===== src/verilog/mailbox_pkg.sv =====
// Shared mailbox constants
// Word and id widths, state word field positions, FIFO size and timer period
package mailbox_pkg;

	localparam int WORD_W = 32;
	localparam int OWNER_W = 8;
	localparam int NUM_READERS = 3;
	localparam int BUSY_W = 8;

	// Owner id that marks a free mailbox
	localparam logic [OWNER_W-1:0] NO_OWNER = 8'hFF;

	// State word layout
	localparam int OWNER_MSB = 31;
	localparam int OWNER_LSB = 24;
	localparam int TQUOTA_MSB = 23;
	localparam int TQUOTA_LSB = 16;
	localparam int RLIMIT_MSB = 7;
	localparam int RLIMIT_LSB = 0;

	// Timer period in clock cycles
	localparam int TICK_CYCLES = 16;
	localparam int TICK_W = $clog2(TICK_CYCLES);

	localparam int FIFO_DEPTH = 4;
	localparam int FIFO_AW = 2;

	// No owner, no quota, no limit
	localparam logic [WORD_W-1:0] RESET_STATE = {NO_OWNER, {(WORD_W-OWNER_W){1'b0}}};

endpackage

===== src/verilog/shared_mailbox.sv =====
// Shared mailbox top level
// One writer, three competing readers and one control port around a
// word FIFO whose ownership is bounded by a time quota and a read limit.
`timescale 1ns/1ns

module shared_mailbox (
	input  logic                                clk,
	input  logic                                resetn,
	input  logic                                ctrl_req,
	input  logic                                ctrl_wr,
	input  logic [mailbox_pkg::WORD_W-1:0]      ctrl_wdata,
	output logic                                ctrl_ack,
	output logic [mailbox_pkg::WORD_W-1:0]      ctrl_rdata,
	input  logic                                wr_req,
	input  logic [mailbox_pkg::WORD_W-1:0]      wr_data,
	output logic                                wr_ack,
	input  logic [mailbox_pkg::NUM_READERS-1:0] rd_req,
	output logic [mailbox_pkg::NUM_READERS-1:0] rd_ack,
	output logic [mailbox_pkg::WORD_W-1:0]      rd_data,
	output logic [mailbox_pkg::BUSY_W-1:0]      busy,
	output logic [mailbox_pkg::NUM_READERS-1:0] data_irq,
	output logic                                ctrl_irq
);

	import mailbox_pkg::*;

	logic               state_wr;
	logic [WORD_W-1:0]  state_wdata;
	logic [WORD_W-1:0]  state_word;
	logic               pop_req;
	logic               pop_ack;
	logic [WORD_W-1:0]  pop_data;
	logic               read_done;
	logic [OWNER_W-1:0] owner;
	logic               flush;
	logic               revoke;
	logic               empty;

	// Input side
	ctrl_port ctrl_port_inst (
		.clk         (clk),
		.resetn      (resetn),
		.ctrl_req    (ctrl_req),
		.ctrl_wr     (ctrl_wr),
		.ctrl_wdata  (ctrl_wdata),
		.ctrl_ack    (ctrl_ack),
		.ctrl_rdata  (ctrl_rdata),
		.state_wr    (state_wr),
		.state_wdata (state_wdata),
		.state_word  (state_word)
	);

	mailbox_fifo mailbox_fifo_inst (
		.clk      (clk),
		.resetn   (resetn),
		.wr_req   (wr_req),
		.wr_data  (wr_data),
		.wr_ack   (wr_ack),
		.pop_req  (pop_req),
		.pop_ack  (pop_ack),
		.pop_data (pop_data),
		.flush    (flush),
		.empty    (empty)
	);

	// Ownership and reader routing
	ownership_ctrl ownership_ctrl_inst (
		.clk         (clk),
		.resetn      (resetn),
		.state_wr    (state_wr),
		.state_wdata (state_wdata),
		.state_word  (state_word),
		.read_done   (read_done),
		.owner       (owner),
		.flush       (flush),
		.revoke      (revoke)
	);

	reader_select reader_select_inst (
		.clk       (clk),
		.resetn    (resetn),
		.rd_req    (rd_req),
		.rd_ack    (rd_ack),
		.rd_data   (rd_data),
		.owner     (owner),
		.pop_req   (pop_req),
		.pop_ack   (pop_ack),
		.pop_data  (pop_data),
		.read_done (read_done)
	);

	// Output side
	notify_out notify_out_inst (
		.clk      (clk),
		.resetn   (resetn),
		.owner    (owner),
		.empty    (empty),
		.revoke   (revoke),
		.state_wr (state_wr),
		.busy     (busy),
		.data_irq (data_irq),
		.ctrl_irq (ctrl_irq)
	);

endmodule


===== src/verilog/notify_out.sv =====
// Mailbox status outputs
// Registered busy flags, per-reader data interrupts and the sticky
// control interrupt raised on revocation.
`timescale 1ns/1ns

module notify_out (
	input  logic                                clk,
	input  logic                                resetn,
	input  logic [mailbox_pkg::OWNER_W-1:0]     owner,
	input  logic                                empty,
	input  logic                                revoke,
	input  logic                                state_wr,
	output logic [mailbox_pkg::BUSY_W-1:0]      busy,
	output logic [mailbox_pkg::NUM_READERS-1:0] data_irq,
	output logic                                ctrl_irq
);

	import mailbox_pkg::*;

	// One-hot owner, all zero for NO_OWNER and other large ids
	always_ff @(posedge clk)
	begin
		if (!resetn)
		begin
			busy <= '0;
			data_irq <= '0;
		end
		else
		begin
			for (int i = 0; i < BUSY_W; i++)
				busy[i] <= (owner == i);
			for (int i = 0; i < NUM_READERS; i++)
				data_irq[i] <= (owner == i) && !empty;
		end
	end

	// Stays set until the next control write
	always_ff @(posedge clk)
	begin
		if (!resetn)
			ctrl_irq <= 1'b0;
		else if (revoke)
			ctrl_irq <= 1'b1;
		else if (state_wr)
			ctrl_irq <= 1'b0;
	end

endmodule


===== src/verilog/ownership_ctrl.sv =====
// Mailbox ownership control
// Holds the state word, runs the tick timer, counts down the time quota
// and read limit, and revokes ownership when an armed count runs out.
`timescale 1ns/1ns

module ownership_ctrl (
	input  logic                            clk,
	input  logic                            resetn,
	input  logic                            state_wr,
	input  logic [mailbox_pkg::WORD_W-1:0]  state_wdata,
	output logic [mailbox_pkg::WORD_W-1:0]  state_word,
	input  logic                            read_done,
	output logic [mailbox_pkg::OWNER_W-1:0] owner,
	output logic                            flush,
	output logic                            revoke
);

	import mailbox_pkg::*;

	logic [TICK_W-1:0]                tick_cnt;
	logic                             tick;
	logic                             has_owner;
	logic [TQUOTA_MSB-TQUOTA_LSB:0]   tquota;
	logic [RLIMIT_MSB-RLIMIT_LSB:0]   rlimit;
	logic                             t_hit;
	logic                             r_hit;
	logic                             expire;

	assign owner = state_word[OWNER_MSB:OWNER_LSB];
	assign tquota = state_word[TQUOTA_MSB:TQUOTA_LSB];
	assign rlimit = state_word[RLIMIT_MSB:RLIMIT_LSB];
	assign has_owner = (owner != NO_OWNER);
	assign tick = (tick_cnt == TICK_W'(TICK_CYCLES - 1));

	// A count that has just reached zero, acted on one edge later
	assign expire = t_hit || r_hit;

	// Free-running timer, one tick per period
	always_ff @(posedge clk)
	begin
		if (!resetn || tick)
			tick_cnt <= '0;
		else
			tick_cnt <= tick_cnt + 1'b1;
	end

	always_ff @(posedge clk)
	begin
		if (!resetn)
		begin
			state_word <= RESET_STATE;
			t_hit <= 1'b0;
			r_hit <= 1'b0;
		end
		else if (state_wr)
		begin
			// A fresh write re-arms both counts
			state_word <= state_wdata;
			t_hit <= 1'b0;
			r_hit <= 1'b0;
		end
		else if (expire)
		begin
			state_word <= RESET_STATE;
			t_hit <= 1'b0;
			r_hit <= 1'b0;
		end
		else if (has_owner)
		begin
			// Zero in a field means unlimited, so only nonzero counts move
			if (tick && tquota != '0)
			begin
				state_word[TQUOTA_MSB:TQUOTA_LSB] <= tquota - 1'b1;
				t_hit <= (tquota == 'd1);
			end
			if (read_done && rlimit != '0)
			begin
				state_word[RLIMIT_MSB:RLIMIT_LSB] <= rlimit - 1'b1;
				r_hit <= (rlimit == 'd1);
			end
		end
	end

	// Pulses on the edge where the owner drops to none
	always_ff @(posedge clk)
	begin
		if (!resetn)
		begin
			flush <= 1'b0;
			revoke <= 1'b0;
		end
		else
		begin
			flush <= expire && !state_wr;
			revoke <= expire && !state_wr;
		end
	end

endmodule


===== src/verilog/mailbox_fifo.sv =====
// Mailbox word FIFO
// Small circular buffer with four-phase push and pop responders.
// Push ack waits for room, pop ack waits for data, flush empties it.
`timescale 1ns/1ns

module mailbox_fifo (
	input  logic                           clk,
	input  logic                           resetn,
	input  logic                           wr_req,
	input  logic [mailbox_pkg::WORD_W-1:0] wr_data,
	output logic                           wr_ack,
	input  logic                           pop_req,
	output logic                           pop_ack,
	output logic [mailbox_pkg::WORD_W-1:0] pop_data,
	input  logic                           flush,
	output logic                           empty
);

	import mailbox_pkg::*;

	logic [WORD_W-1:0]  mem [FIFO_DEPTH];
	logic [FIFO_AW-1:0] wr_ptr;
	logic [FIFO_AW-1:0] rd_ptr;
	logic [FIFO_AW:0]   count;
	logic               full;
	logic               live;
	logic               do_push;
	logic               pop_start;
	logic               do_pop;

	assign empty = (count == '0);
	assign full = (count == (FIFO_AW+1)'(FIFO_DEPTH));

	// Word is stored on the edge that raises wr_ack
	assign do_push = wr_req && !wr_ack && !full;
	assign pop_start = pop_req && !pop_ack && !empty && !flush;

	// Head word leaves when pop ack falls, unless a flush already took it
	assign do_pop = pop_ack && !pop_req && live;
	assign pop_data = mem[rd_ptr];

	always_ff @(posedge clk)
	begin
		if (do_push)
			mem[wr_ptr] <= wr_data;
	end

	always_ff @(posedge clk)
	begin
		if (!resetn || flush)
		begin
			wr_ptr <= '0;
			rd_ptr <= '0;
			count <= '0;
		end
		else
		begin
			if (do_push)
				wr_ptr <= wr_ptr + 1'b1;
			if (do_pop)
				rd_ptr <= rd_ptr + 1'b1;
			count <= count + do_push - do_pop;
		end
	end

	// Push and pop responders
	always_ff @(posedge clk)
	begin
		if (!resetn)
		begin
			wr_ack <= 1'b0;
			pop_ack <= 1'b0;
			live <= 1'b0;
		end
		else
		begin
			if (do_push)
				wr_ack <= 1'b1;
			else if (wr_ack && !wr_req)
				wr_ack <= 1'b0;
			if (pop_start)
				pop_ack <= 1'b1;
			else if (pop_ack && !pop_req)
				pop_ack <= 1'b0;
			if (flush)
				live <= 1'b0;
			else if (pop_start)
				live <= 1'b1;
		end
	end

	// Writer holds req and data steady while it waits for room
	assert property (@(posedge clk) disable iff (!resetn)
		wr_req && !wr_ack |=> wr_req && $stable(wr_data));

endmodule


===== src/verilog/reader_select.sv =====
// Reader port selector
// Connects only the owner's reader handshake to the FIFO pop side.
// The port that got an ack keeps it until the handshake closes.
`timescale 1ns/1ns

module reader_select (
	input  logic                                clk,
	input  logic                                resetn,
	input  logic [mailbox_pkg::NUM_READERS-1:0] rd_req,
	output logic [mailbox_pkg::NUM_READERS-1:0] rd_ack,
	output logic [mailbox_pkg::WORD_W-1:0]      rd_data,
	input  logic [mailbox_pkg::OWNER_W-1:0]     owner,
	output logic                                pop_req,
	input  logic                                pop_ack,
	input  logic [mailbox_pkg::WORD_W-1:0]      pop_data,
	output logic                                read_done
);

	import mailbox_pkg::*;

	logic [NUM_READERS-1:0] owner_sel;
	logic [NUM_READERS-1:0] hs_sel;
	logic [NUM_READERS-1:0] route_sel;

	// Owner ids without a reader port select nothing
	always_comb
	begin
		for (int i = 0; i < NUM_READERS; i++)
			owner_sel[i] = (owner == i);
	end

	// Follows the owner until the FIFO acks, then holds that port
	always_ff @(posedge clk)
	begin
		if (!resetn)
			hs_sel <= '0;
		else if (!pop_ack)
			hs_sel <= owner_sel;
	end

	// A requester that lost ownership before its ack just keeps waiting
	assign route_sel = pop_ack ? hs_sel : owner_sel;
	assign pop_req = |(rd_req & route_sel);
	assign rd_ack = pop_ack ? hs_sel : '0;

	// Shared read bus, meaningful only on the acked port
	assign rd_data = pop_data;

	// Same condition as the FIFO uses to drop ack and pop
	always_ff @(posedge clk)
	begin
		if (!resetn)
			read_done <= 1'b0;
		else
			read_done <= pop_ack && !pop_req;
	end

	// Every FIFO pop ack belongs to exactly one reader port
	assert property (@(posedge clk) disable iff (!resetn)
		pop_ack |-> $onehot(rd_ack));

endmodule


===== src/verilog/ctrl_port.sv =====
// Control port responder
// Four-phase req/ack front end for the state word. A write becomes a
// single-cycle strobe, a read returns a snapshot of the state word.
`timescale 1ns/1ns

module ctrl_port (
	input  logic                           clk,
	input  logic                           resetn,
	input  logic                           ctrl_req,
	input  logic                           ctrl_wr,
	input  logic [mailbox_pkg::WORD_W-1:0] ctrl_wdata,
	output logic                           ctrl_ack,
	output logic [mailbox_pkg::WORD_W-1:0] ctrl_rdata,
	output logic                           state_wr,
	output logic [mailbox_pkg::WORD_W-1:0] state_wdata,
	input  logic [mailbox_pkg::WORD_W-1:0] state_word
);

	logic accept;

	// New request, taken only while ack is low
	assign accept = ctrl_req && !ctrl_ack;

	// Write lands on the same edge that raises ack
	assign state_wr = accept && ctrl_wr;
	assign state_wdata = ctrl_wdata;

	// Ack itself is the handshake state
	always_ff @(posedge clk)
	begin
		if (!resetn)
			ctrl_ack <= 1'b0;
		else if (accept)
			ctrl_ack <= 1'b1;
		else if (ctrl_ack && !ctrl_req)
			ctrl_ack <= 1'b0;
	end

	// Snapshot stays put while ack is high
	always_ff @(posedge clk)
	begin
		if (accept && !ctrl_wr)
			ctrl_rdata <= state_word;
	end

	// Requester keeps req up until ack and raises no new req before ack falls
	assert property (@(posedge clk) disable iff (!resetn)
		ctrl_req && !ctrl_ack |=> ctrl_req);
	assert property (@(posedge clk) disable iff (!resetn)
		ctrl_ack && !ctrl_req |=> !ctrl_req);

endmodule


===== config.mk =====
export PLATFORM = sky130hd
export DESIGN_NAME = shared_mailbox
export DESIGN_NICKNAME = d
export VERILOG_FILES = /design/src/verilog/mailbox_pkg.sv /design/src/verilog/shared_mailbox.sv /design/src/verilog/notify_out.sv /design/src/verilog/ownership_ctrl.sv /design/src/verilog/mailbox_fifo.sv /design/src/verilog/reader_select.sv /design/src/verilog/ctrl_port.sv
export SDC_FILE = /design/constraint.sdc
export NUM_CORES = 1
export LEC_CHECK = 0
export BUFFER_PORTS_ARGS = -buffer_cell sky130_fd_sc_hd__clkbuf_2
export CAP_MARGIN = 5
export CORE_ASPECT_RATIO = 0.6
export CORE_MARGIN = 2
export CORE_UTILIZATION = 55
export CTS_CLUSTER_DIAMETER = 30
export DETAILED_ROUTE_END_ITERATION = 8
export PLACE_DENSITY_LB_ADDON = 0.1
export REMOVE_ABC_BUFFERS = 1
export SLEW_MARGIN = 25
export SYNTH_ARGS = -nofsm -noshare
export SYNTH_HDL_FRONTEND = slang
export SYNTH_SLANG_ARGS = --single-unit

===== constraint.sdc =====
create_clock -name clk -period 3.19 [get_ports clk]
set_clock_uncertainty 0.15 [all_clocks]
set_input_delay 0.319 -clock clk [delete_from_list [all_inputs] [get_ports clk]]
set_output_delay 0.319 -clock clk [all_outputs]
set_load 0.05 [all_outputs]

* Word-level counts from Yosys, hierarchy flattened
Memory sizes are Yosys's and may differ from the RTL's. A register that Yosys moved wholly into a read port is not among the register bits. Cells that the tools add are included.
Storage, ports and cells: bits of input ports 72, output and inout bits 81, bits in registers 98, RAM bits 128, logic and storage cells 117, memories 1
Memories:
- mailbox_fifo_inst.mem | depth 4, bits a word 32, read ports 1, clocked after Yosys merged registers in 1, wr ports 1, line mailbox_fifo.sv:21 | logic [WORD_W-1:0] mem [FIFO_DEPTH];
Operators by class: add/sub/neg operators 7, bitwise logic cells 2, equality and inequality tests 12, muxes and demuxes 23, reductions and logical operators 52
Operators by type and width (count):
- 8-bit two-way mux | 8
- 8-bit by 3-bit == test with 1-bit output, second input constant | 4
- 32-bit two-way mux | 1
- 8-bit by 1-bit == test with 1-bit output, second input constant | 3
- 1-bit logical AND | 18
- 8-bit by 2-bit == test with 1-bit output, second input constant | 2
- 8-bit nonzero test | 2
- 8-bit by 1-bit subtractor with 8-bit output, second input constant | 2
- 1-bit zero test | 12
- 1-bit two-way mux | 10
- 2-bit nonzero test | 5
- 3-bit nonzero test | 3
- 8-bit zero test | 1
- 8-bit inequality test, second input constant | 1
- 2-bit AND reduction | 4
- 3-bit two-way mux | 2
- 3-bit OR reduction | 2
- 2-bit by 1-bit adder with 2-bit output, second input constant | 2
- 4-bit by 1-bit adder with 4-bit output, second input constant | 1
- 4-bit == test, second input constant | 1
- 2-bit two-way mux | 2
- 3-bit by 1-bit adder with 3-bit output | 1
- 3-bit bitwise AND | 1
- 3-bit == test, second input constant | 1
- other kinds (5) | 7

* Longest topological paths before layout
Gate-level depths: netlist of run 1.
depth in word-level cells 9, mapped depth 10, gate-level depth less buffers 10

* Modules after synthesis
Synthesis of run 1 repeated with hierarchy kept, for this count alone.
Unflattened totals: cells, all modules 599, area, all modules 9322.7 um^2
By module, submodules not included:
- mailbox_fifo | area an instance 5241.3 um^2, cells each 227, seq. area each 4083.9 um^2, times used 1
- ownership_ctrl | area an instance 1961.9 um^2, cells each 211, seq. area each 780.7 um^2, times used 1
- ctrl_port | area an instance 1266.2 um^2, cells each 71, seq. area each 980.9 um^2, times used 1
- reader_select | area an instance 475.5 um^2, cells each 57, seq. area each 80.1 um^2, times used 1
- notify_out | area an instance 377.9 um^2, cells each 33, seq. area each 240.2 um^2, times used 1

* Worst setup path after synthesis of run 1
Ideal clock, no wire load.
kind reg-to-reg, from register ctrl_port_inst.ctrl_ack, to register ctrl_port_inst.ctrl_rdata[0] (netlist name), enable pin, library setup time 425 ps, path slack 131 ps, cell stages (with the launch flop) 5, buffers on the path 1, period minus slack after synthesis 3059 ps, arrival time 2484 ps, data required time 2615 ps, cell sequence dfxtp_1 > inv_1 > ha_1 > clkbuf_1 > nor2b_1
Between the ends: word-level cells in the longest chain between the ends 3
Ends and longest elaborated chain:
- start, declared | line ctrl_port.sv:12 | output logic ctrl_ack,
- start signal, assigned | line ctrl_port.sv:32 | ctrl_ack <= 1'b0;
- start signal, assigned | line ctrl_port.sv:34 | ctrl_ack <= 1'b1;
- start signal, assigned | line ctrl_port.sv:36 | ctrl_ack <= 1'b0;
- 1-bit zero test | line ctrl_port.sv:22 | assign accept = ctrl_req && !ctrl_ack;
- 1-bit logical AND | line ctrl_port.sv:22
- via ctrl_port_inst.accept | line ctrl_port.sv:19 | logic accept;
- 1-bit logical AND | line ctrl_port.sv:42 | if (accept && !ctrl_wr)
- end signal, assigned | line ctrl_port.sv:43 | ctrl_rdata <= state_word;
- end, declared | line ctrl_port.sv:13 | output logic [mailbox_pkg::WORD_W-1:0] ctrl_rdata,
The timed path passes the listed nets, and every way through them passes these cells. A chain may end at the register's enable or synchronous reset.

* Worst setup path in the final report of run 1
from register reader_select_inst.hs_sel[1], to register mailbox_fifo_inst.count[2]
Between the ends: word-level cells in the longest chain between the ends 7
Ends and longest elaborated chain:
- start, declared | line reader_select.sv:22 | logic [NUM_READERS-1:0] hs_sel;
- start signal, assigned | line reader_select.sv:38 | hs_sel <= owner_sel;
- 3-bit two-way mux | line reader_select.sv:42 | assign route_sel = pop_ack ? hs_sel : owner_sel;
- 3-bit bitwise AND | line reader_select.sv:43 | assign pop_req = |(rd_req & route_sel);
- 3-bit OR reduction | line reader_select.sv:43
- 1-bit zero test | line mailbox_fifo.sv:39 | assign do_pop = pop_ack && !pop_req && live;
- 1-bit logical AND (2 in a row) | line mailbox_fifo.sv:39
- via mailbox_fifo_inst.do_pop | line mailbox_fifo.sv:29 | logic do_pop;
- 3-bit by 1-bit subtractor with 3-bit output | line mailbox_fifo.sv:62 | count <= count + do_push - do_pop;
- end signal, assigned | line mailbox_fifo.sv:62
- end, declared | line mailbox_fifo.sv:24 | logic [FIFO_AW:0] count;
The timed path passes the listed nets, and every way through them passes these cells.

==> flow_summary_export.csv, run 1 <==
group,metric,value,unit
die,die_y,101,um
cts,cts_buffer_depth,3,
critical_path,r2r_start,"reader_select_inst.hs_sel[1]",
run,maxCapViolCount,0,
critical_path,regToRegSetupSlack,0.57,ns
global_route,antenna_found_initial,0,
pwr,combPwrFrac,10.9,%
timing,post-route-min-period,2.62,ns
pwr,p_leak,4.28,nW
cts,clockRootBuffer,"clkbuf_16",
logic_synthesis,syn_avg_cell_area,16.2,um^2
final_layout,layout-drive-gt1-share,33.5,%
drt,postRouteAntennaNets,0,
timing,finalSetupViolations,0,
global_route,grt_max_degree,33,
die,row_count,35,
hold_path,hold_path_class,"in -> reg",
place,port_buffers,152,
timing,timing.fmax,382,MHz
final_layout,final_nets,852,
timing,slew_viol_final,0,
logic_synthesis,synth.ff_latch_count,228,
global_route,track_usage,22.2,%
critical_path,startpoint,"reader_select_inst.hs_sel[1]",
die,start_util,56.3,%
critical_path,worstPathArrival,2.82,ns
cts,htreeDepth,2,
logic_synthesis,ys_seq_area_share,71.5,%
cts,cts_hold_buf,53,
timing,relSlewSlack,50.6,%
drt,remaining_drc_errors,0,
timing,worstMarginPinSlew,0.737,ns
cts,path_clk_slew,0.05,ns
final_layout,n_fill_cell,990,
final_layout,antenna_cells,0,
global_route,grt.overflow.total,0,
die,coreArea,0.0153,mm^2
critical_path,startpoint_type,"flop",
drt,vias,5553,
die,die_area,0.0167,mm^2
logic_synthesis,syn_inst,531,
final_layout,syn2layout_area_growth,31.9,%
pwr,power.total,7.99,mW
global_route,grt_pass1_vias,5617,
critical_path,criticalPathCategory,"reg -> reg",
cts,ctsResizeCount,0,
logic_synthesis,synthArstFlopShare,0,%
cts,insertion_delay,0.47,ns
drt,avgRoutedWirePerCell,18.7,um
final_layout,seq_area,0.00617,mm^2
pwr,powerDensity,703,mW/mm^2
cts,post-cts-setup-buffers,0,
logic_synthesis,synthFlopType,"edfxtp_1",
drt,viasPerCell,5.59,
critical_path,critPathCaptureType,"flop",
drt,initialDrtViolationCount,454,
logic_synthesis,syn_area,0.00863,mm^2
place,gp_congestion,0.877,
pwr,seqPwrFrac,43.0,%
die,ios,153,
cts,clock-sinks,228,
hold_path,min_to,"ownership_ctrl_inst.state_word[20]",
hold_path,whs_path_depth,3,
cts,cts_made_buffers,34,
pwr,irDropWorstVdd,400,uV
pwr,power_switching,1.92,mW
cts,cts_tree,"built",
status,status,"completed",
timing,timing.setup.tns,0,ns
critical_path,cp_max_fo,4,
pwr,p_sw_share,24.0,%
final_layout,final_cells,994,
logic_synthesis,synth_edf_count,160,
place,place_hpwl,11400,um
critical_path,ff2ff_path_depth,10,
drt,routed_wl,18600,um
timing,rsz0062_at_grt,"false",
critical_path,r2r_end,"mailbox_fifo_inst.count[2]",
logic_synthesis,ys_types,60,
final_layout,multi_input_area,0.00233,mm^2
die,die_w,166,um
timing,hold_violations,0,
hold_path,hold_start,"ctrl_wdata[20]",
pwr,internal-power,6.08,mW
critical_path,required,3.39,ns
pwr,clkPwrFrac,46.1,%
drt,first_pass_iters,5,
timing,min_period_over_period,82.0,%
place,dp_cells,879,
logic_synthesis,synth_warnings,0,
global_route,grt_pass1_wl,29100,um
-- layout make-up --
class	instances	area share, %
timing repair buffer	218	12.3
multi-input combinational	266	20.5
clock inverter	11	1.10
sequential	228	54.2
inverter	17	0.561
tap	203	2.23
clock buffer	51	9.14
-- layout by cell type, fill, tap and decap left out, types with 5 or more instances in the layout --
master and instances:
nand3_1 14, o21ai_0 7, clkbuf_2 152, dfxtp_1 67
nand2_1 14, and3_1 8, a21oi_1 12, clkbuf_1 9
nor3_1 16, and2_1 6, a22o_1 8, buf_4 12
dlygate4sd3_1 53, mux4_2 32, nor2_1 32, a211oi_1 8
nand4_1 10, edfxtp_1 160, nor3b_1 5, ha_1 14
inv_1 16, clkbuf_16 38, o22a_1 7
-- power by group through the flow --
stage	combinational (mW)	clock (mW)	sequential, mW
3_5_place_dp	0.814	0	3.49
3_3_place_gp	0.796	0	3.48
2_1_floorplan	0.494	0	3.54
4_1_cts	0.871	3.75	3.44
6_report	0.870	3.69	3.44
5_1_grt	0.934	3.89	3.45
-- registers in the layout, indices dropped and copies added, names as in the netlist, 2 cells and up, named ones only --
| signal | cells |
|---|---|
| mailbox_fifo_inst.mem | 128 |
| ctrl_port_inst.ctrl_rdata | 32 |
| ownership_ctrl_inst.state_word | 32 |
| notify_out_inst.busy | 8 |
| ownership_ctrl_inst.tick_cnt | 4 |
| mailbox_fifo_inst.count | 3 |
| notify_out_inst.data_irq | 3 |
| reader_select_inst.hs_sel | 3 |
| mailbox_fifo_inst.rd_ptr | 2 |
| mailbox_fifo_inst.wr_ptr | 2 |
-- through the flow --
step           setup slack (ns)  util, %  hold slack [ns]  instance area [um^2]
2_1_floorplan             0.235        -            0.259                  8540
3_3_place_gp              0.565     63.2            0.267                  9680
3_5_place_dp              0.489     63.2            0.272                  9680
4_1_cts                   0.591     74.2           0.0139                 11400
5_1_grt                   0.421     74.2           0.0260                 11400
6_report                  0.573     74.2           0.0256                 11400
-- worst max-delay path, stage by stage (launching register included) --
cell and delay, ns:
dfxtp_1 0.30, a222oi_1 0.54, and3_1 0.29, ha_1 0.24, inv_1 0.06, ha_1 0.13
inv_1 0.05, fa_1 0.37, xor2_1 0.18, xnor2_1 0.13, nor2_1 0.05
-- routing by layer --
metal  vias to the layer above  global-route usage, %  part of all wire, %  wire, um
met5                         -                      0                    0         0
met4                         0                   5.48                  1.3       234
met3                        24                   5.73                  7.1      1310
met2                       214                   35.2                   47      8660
met1                      2738                   31.2                   45      8400
li1                       2577                      -                    -         -
-- cells by family after synthesis --
group	after synthesis	synth area share, %
adders and majority gates	15	2.26
and+or+nand+nor	134	8.53
buffers and inverters	37	1.68
muxes	35	8.70
xor gates and xnor gates	7	0.711
DFF	228	71.5
AOI/OAI and AO/OA	75	6.63
-- cells in the mapped netlist (all sizes together) (2+ instances only) --
master	count	area [um^2]
a211o	3	26.3
a211oi	8	60.1
a21oi	12	60.1
a221oi	3	26.3
a22o	8	70.1
a32oi	2	17.5
and2	10	62.6
and3	8	50.1
buf	6	28.8
clkbuf	14	52.6
dfxtp	68	1360
edfxtp	160	4800
ha	14	175
inv	16	60.1
mux2i	3	30.0
mux4	32	721
nand2	14	52.6
nand2b	4	25.0
nand3	14	70.1
nand4	10	62.6
nor2	32	120
nor2b	3	18.8
nor3	18	95.1
nor3b	6	50.1
nor4	4	31.3
nor4b	4	35.0
o211a	2	20.0
o211ai	3	22.5
o21a	3	22.5
o21ai	8	40.0
o22a	8	71.3
o32ai	3	26.3
or4	2	22.5
xnor2	4	35.0
xor2	3	26.3
-- worst max-delay path by stage --
stage | end | slack [ns] | depth (start not counted)
floorplan | ctrl_port_inst.ctrl_rdata[0] | 0.24 | 3
global placement | mailbox_fifo_inst.count[2] | 0.56 | 11
detailed placement | mailbox_fifo_inst.count[2] | 0.49 | 11
CTS | mailbox_fifo_inst.count[2] | 0.59 | 10
global route | mailbox_fifo_inst.count[2] | 0.42 | 10
finish | mailbox_fifo_inst.count[2] | 0.57 | 10
Note: power is estimated with default switching activity, not from simulation.
==> inputs of run 2 (changes only) <==
clock period = 2.54 ns   (was 3.19 ns; I/O delays follow)
==> run 2 against run 1 <==
Cell area is 2.0% higher. Die area stayed put. Final cell count is 2.2% higher. Fmax is 6.3% higher. Via count is 2.2% higher. Global-route usage is 0.19 points higher. Sequential share of layout area is 1.0 points lower. Count of clock-buffer cells in the layout is 16 lower. Combinational power is 33% higher. Non-clock buffer count is 28 higher. Worst setup slack worse by 0.49 ns. Sequential cell count stayed put.
==> flow_summary_export.csv, run 2 (synthesis results as in run 1) <==
group,metric,value,unit
final_layout,largest_register_ff_count,128,
cts,cts_buffer_depth,3,
cts,htreeDepth,1,
place,gp_congestion,0.899,
timing,setup_ws,0.0790,ns
global_route,track_usage,22.4,%
critical_path,ff2ff_path_depth,11,
final_layout,regMostFlops,"mailbox_fifo_inst.mem",
cts,insertion_delay,0.53,ns
cts,clockRootBuffer,"clkbuf_16",
drt,vias,5673,
final_layout,final_cells,1016,
critical_path,r2r_start,"reader_select_inst.hs_sel[1]",
place,pre_cts_slack,-0.0801,ns
die,start_util,56.3,%
critical_path,regToRegSetupSlack,0.08,ns
final_layout,final_common_cell,"edfxtp_1",
critical_path,critPathCaptureType,"flop",
drt,postRouteAntennaNets,0,
drt,remaining_drc_errors,0,
timing,timing.fmax,406,MHz
final_layout,syn2layout_area_growth,34.5,%
drt,first_pass_iters,5,
status,status,"completed",
critical_path,required,2.79,ns
hold_path,min_to,"ownership_ctrl_inst.state_word[6]",
timing,finalSetupViolations,0,
pwr,p_leak,4.37,nW
drt,viasPerCell,5.58,
place,port_buffers,152,
timing,post-route-min-period,2.46,ns
final_layout,top_regs,"mailbox_fifo_inst.mem (128), ctrl_port_inst.ctrl_rdata (32), ownership_ctrl_inst.state_word (32)",
pwr,powerDensity,833,mW/mm^2
die,die_area,0.0167,mm^2
die,row_count,35,
hold_path,whs_path_depth,4,
hold_path,hold_path_class,"in -> reg",
timing,hold_violations,0,
die,coreArea,0.0153,mm^2
timing,relSlewSlack,46.4,%
timing,worstMarginPinSlew,0.798,ns
critical_path,startpoint_type,"flop",
final_layout,antenna_cells,0,
drt,initialDrtViolationCount,521,
die,ios,153,
hold_path,hold_start,"ctrl_wdata[6]",
global_route,antenna_found_initial,0,
global_route,grt_pass1_vias,5525,
critical_path,cp_max_fo,2,
critical_path,worstPathArrival,2.71,ns
cts,cts_made_buffers,30,
final_layout,final_nets,876,
final_layout,layout-drive-gt1-share,35.4,%
die,die_w,166,um
run,maxCapViolCount,0,
place,place_hpwl,11800,um
timing,min_period_over_period,96.9,%
die,die_y,101,um
drt,routed_wl,19200,um
final_layout,layout_common_cells,"edfxtp_1, clkbuf_2, dfxtp_1",
place,dp_cells,887,
global_route,grt_max_degree,33,
drt,avgRoutedWirePerCell,18.9,um
timing,timing.setup.tns,0,ns
pwr,irDropWorstVdd,633,uV
timing,rsz0062_at_grt,"true",
cts,clock-sinks,228,
cts,path_clk_slew,0.06,ns
global_route,grt_pass1_wl,29400,um
global_route,grt.overflow.total,0,
timing,slew_viol_final,0,
critical_path,r2r_end,"mailbox_fifo_inst.count[2]",
critical_path,criticalPathCategory,"reg -> reg",
cts,cts_tree,"built",
[run 2: layout make-up]
cell class	instances	area, um^2
clock inverters	21	183
multi-input cells	266	2340
repair buffers	246	1730
well taps	203	254
flip-flops and latches	228	6170
clock buffers	35	865
inverters	17	63.8
fillers	956	3720
[run 2: layer usage]
| metal | vias to the layer above | global-route usage (%) | wire, um |
|---|---|---|---|
| met2 | 229 | 35.1 | 8730 |
| met1 | 2768 | 32.1 | 8660 |
| met4 | 0 | 5.02 | 399 |
| met5 | - | 0 | 0 |
| met3 | 41 | 5.69 | 1380 |
| li1 | 2635 | - | - |
[run 2: worst max-delay path by stage]
stage / depth (start not counted) / startpoint / endpoint
6_report: 11 / reader_select_inst.hs_sel[1] / mailbox_fifo_inst.count[2]
5_1_grt: 11 / reader_select_inst.hs_sel[1] / mailbox_fifo_inst.count[2]
4_1_cts: 3 / flop / rd_data[27]
3_5_place_dp: 11 / rd_req[1] / mailbox_fifo_inst.count[2]
3_3_place_gp: 11 / rd_req[1] / mailbox_fifo_inst.count[2]
2_1_floorplan: 3 / ctrl_port_inst.ctrl_ack / ctrl_port_inst.ctrl_rdata[0]
[run 2: power breakdown]
group / internal [mW] / switching (mW) / leakage [nW]
logic: 0.412 / 0.753 / 1.84
registers: 4.21 / 0.0967 / 2.01
clock network: 2.51 / 1.69 / 0.510
[run 2: through the flow]
step	total power [mW]	hold slack (ns)	area (um^2)	utilization, %
after global routing	10.0	0.0497	11600	75.7
after global placement	5.41	0.267	9810	64.0
after detailed placement	5.45	0.273	9810	64.0
after floorplan	5.07	0.203	8540	-
final	9.67	0.0430	11600	75.7
after CTS	9.73	0.0295	11500	75.2
[run 2: critical path, stage by stage (launching register included)]
cell      delay [ns]
dfxtp_1         0.31
a222oi_1        0.32
buf_4           0.18
and3_4          0.19
ha_1            0.23
inv_1           0.06
ha_1            0.14
inv_1           0.05
fa_2            0.33
xor2_1          0.16
xnor2_1         0.14
nor2_1          0.06
[run 2: repair_timing]
action,CTS,global route
cloned,0,1
hold buffers,66,0
setup buffers,1,5
endpoints found under the hold margin,161,0
resized for setup,1,4
endpoints found under the setup margin,26,22
pin swaps,1,1
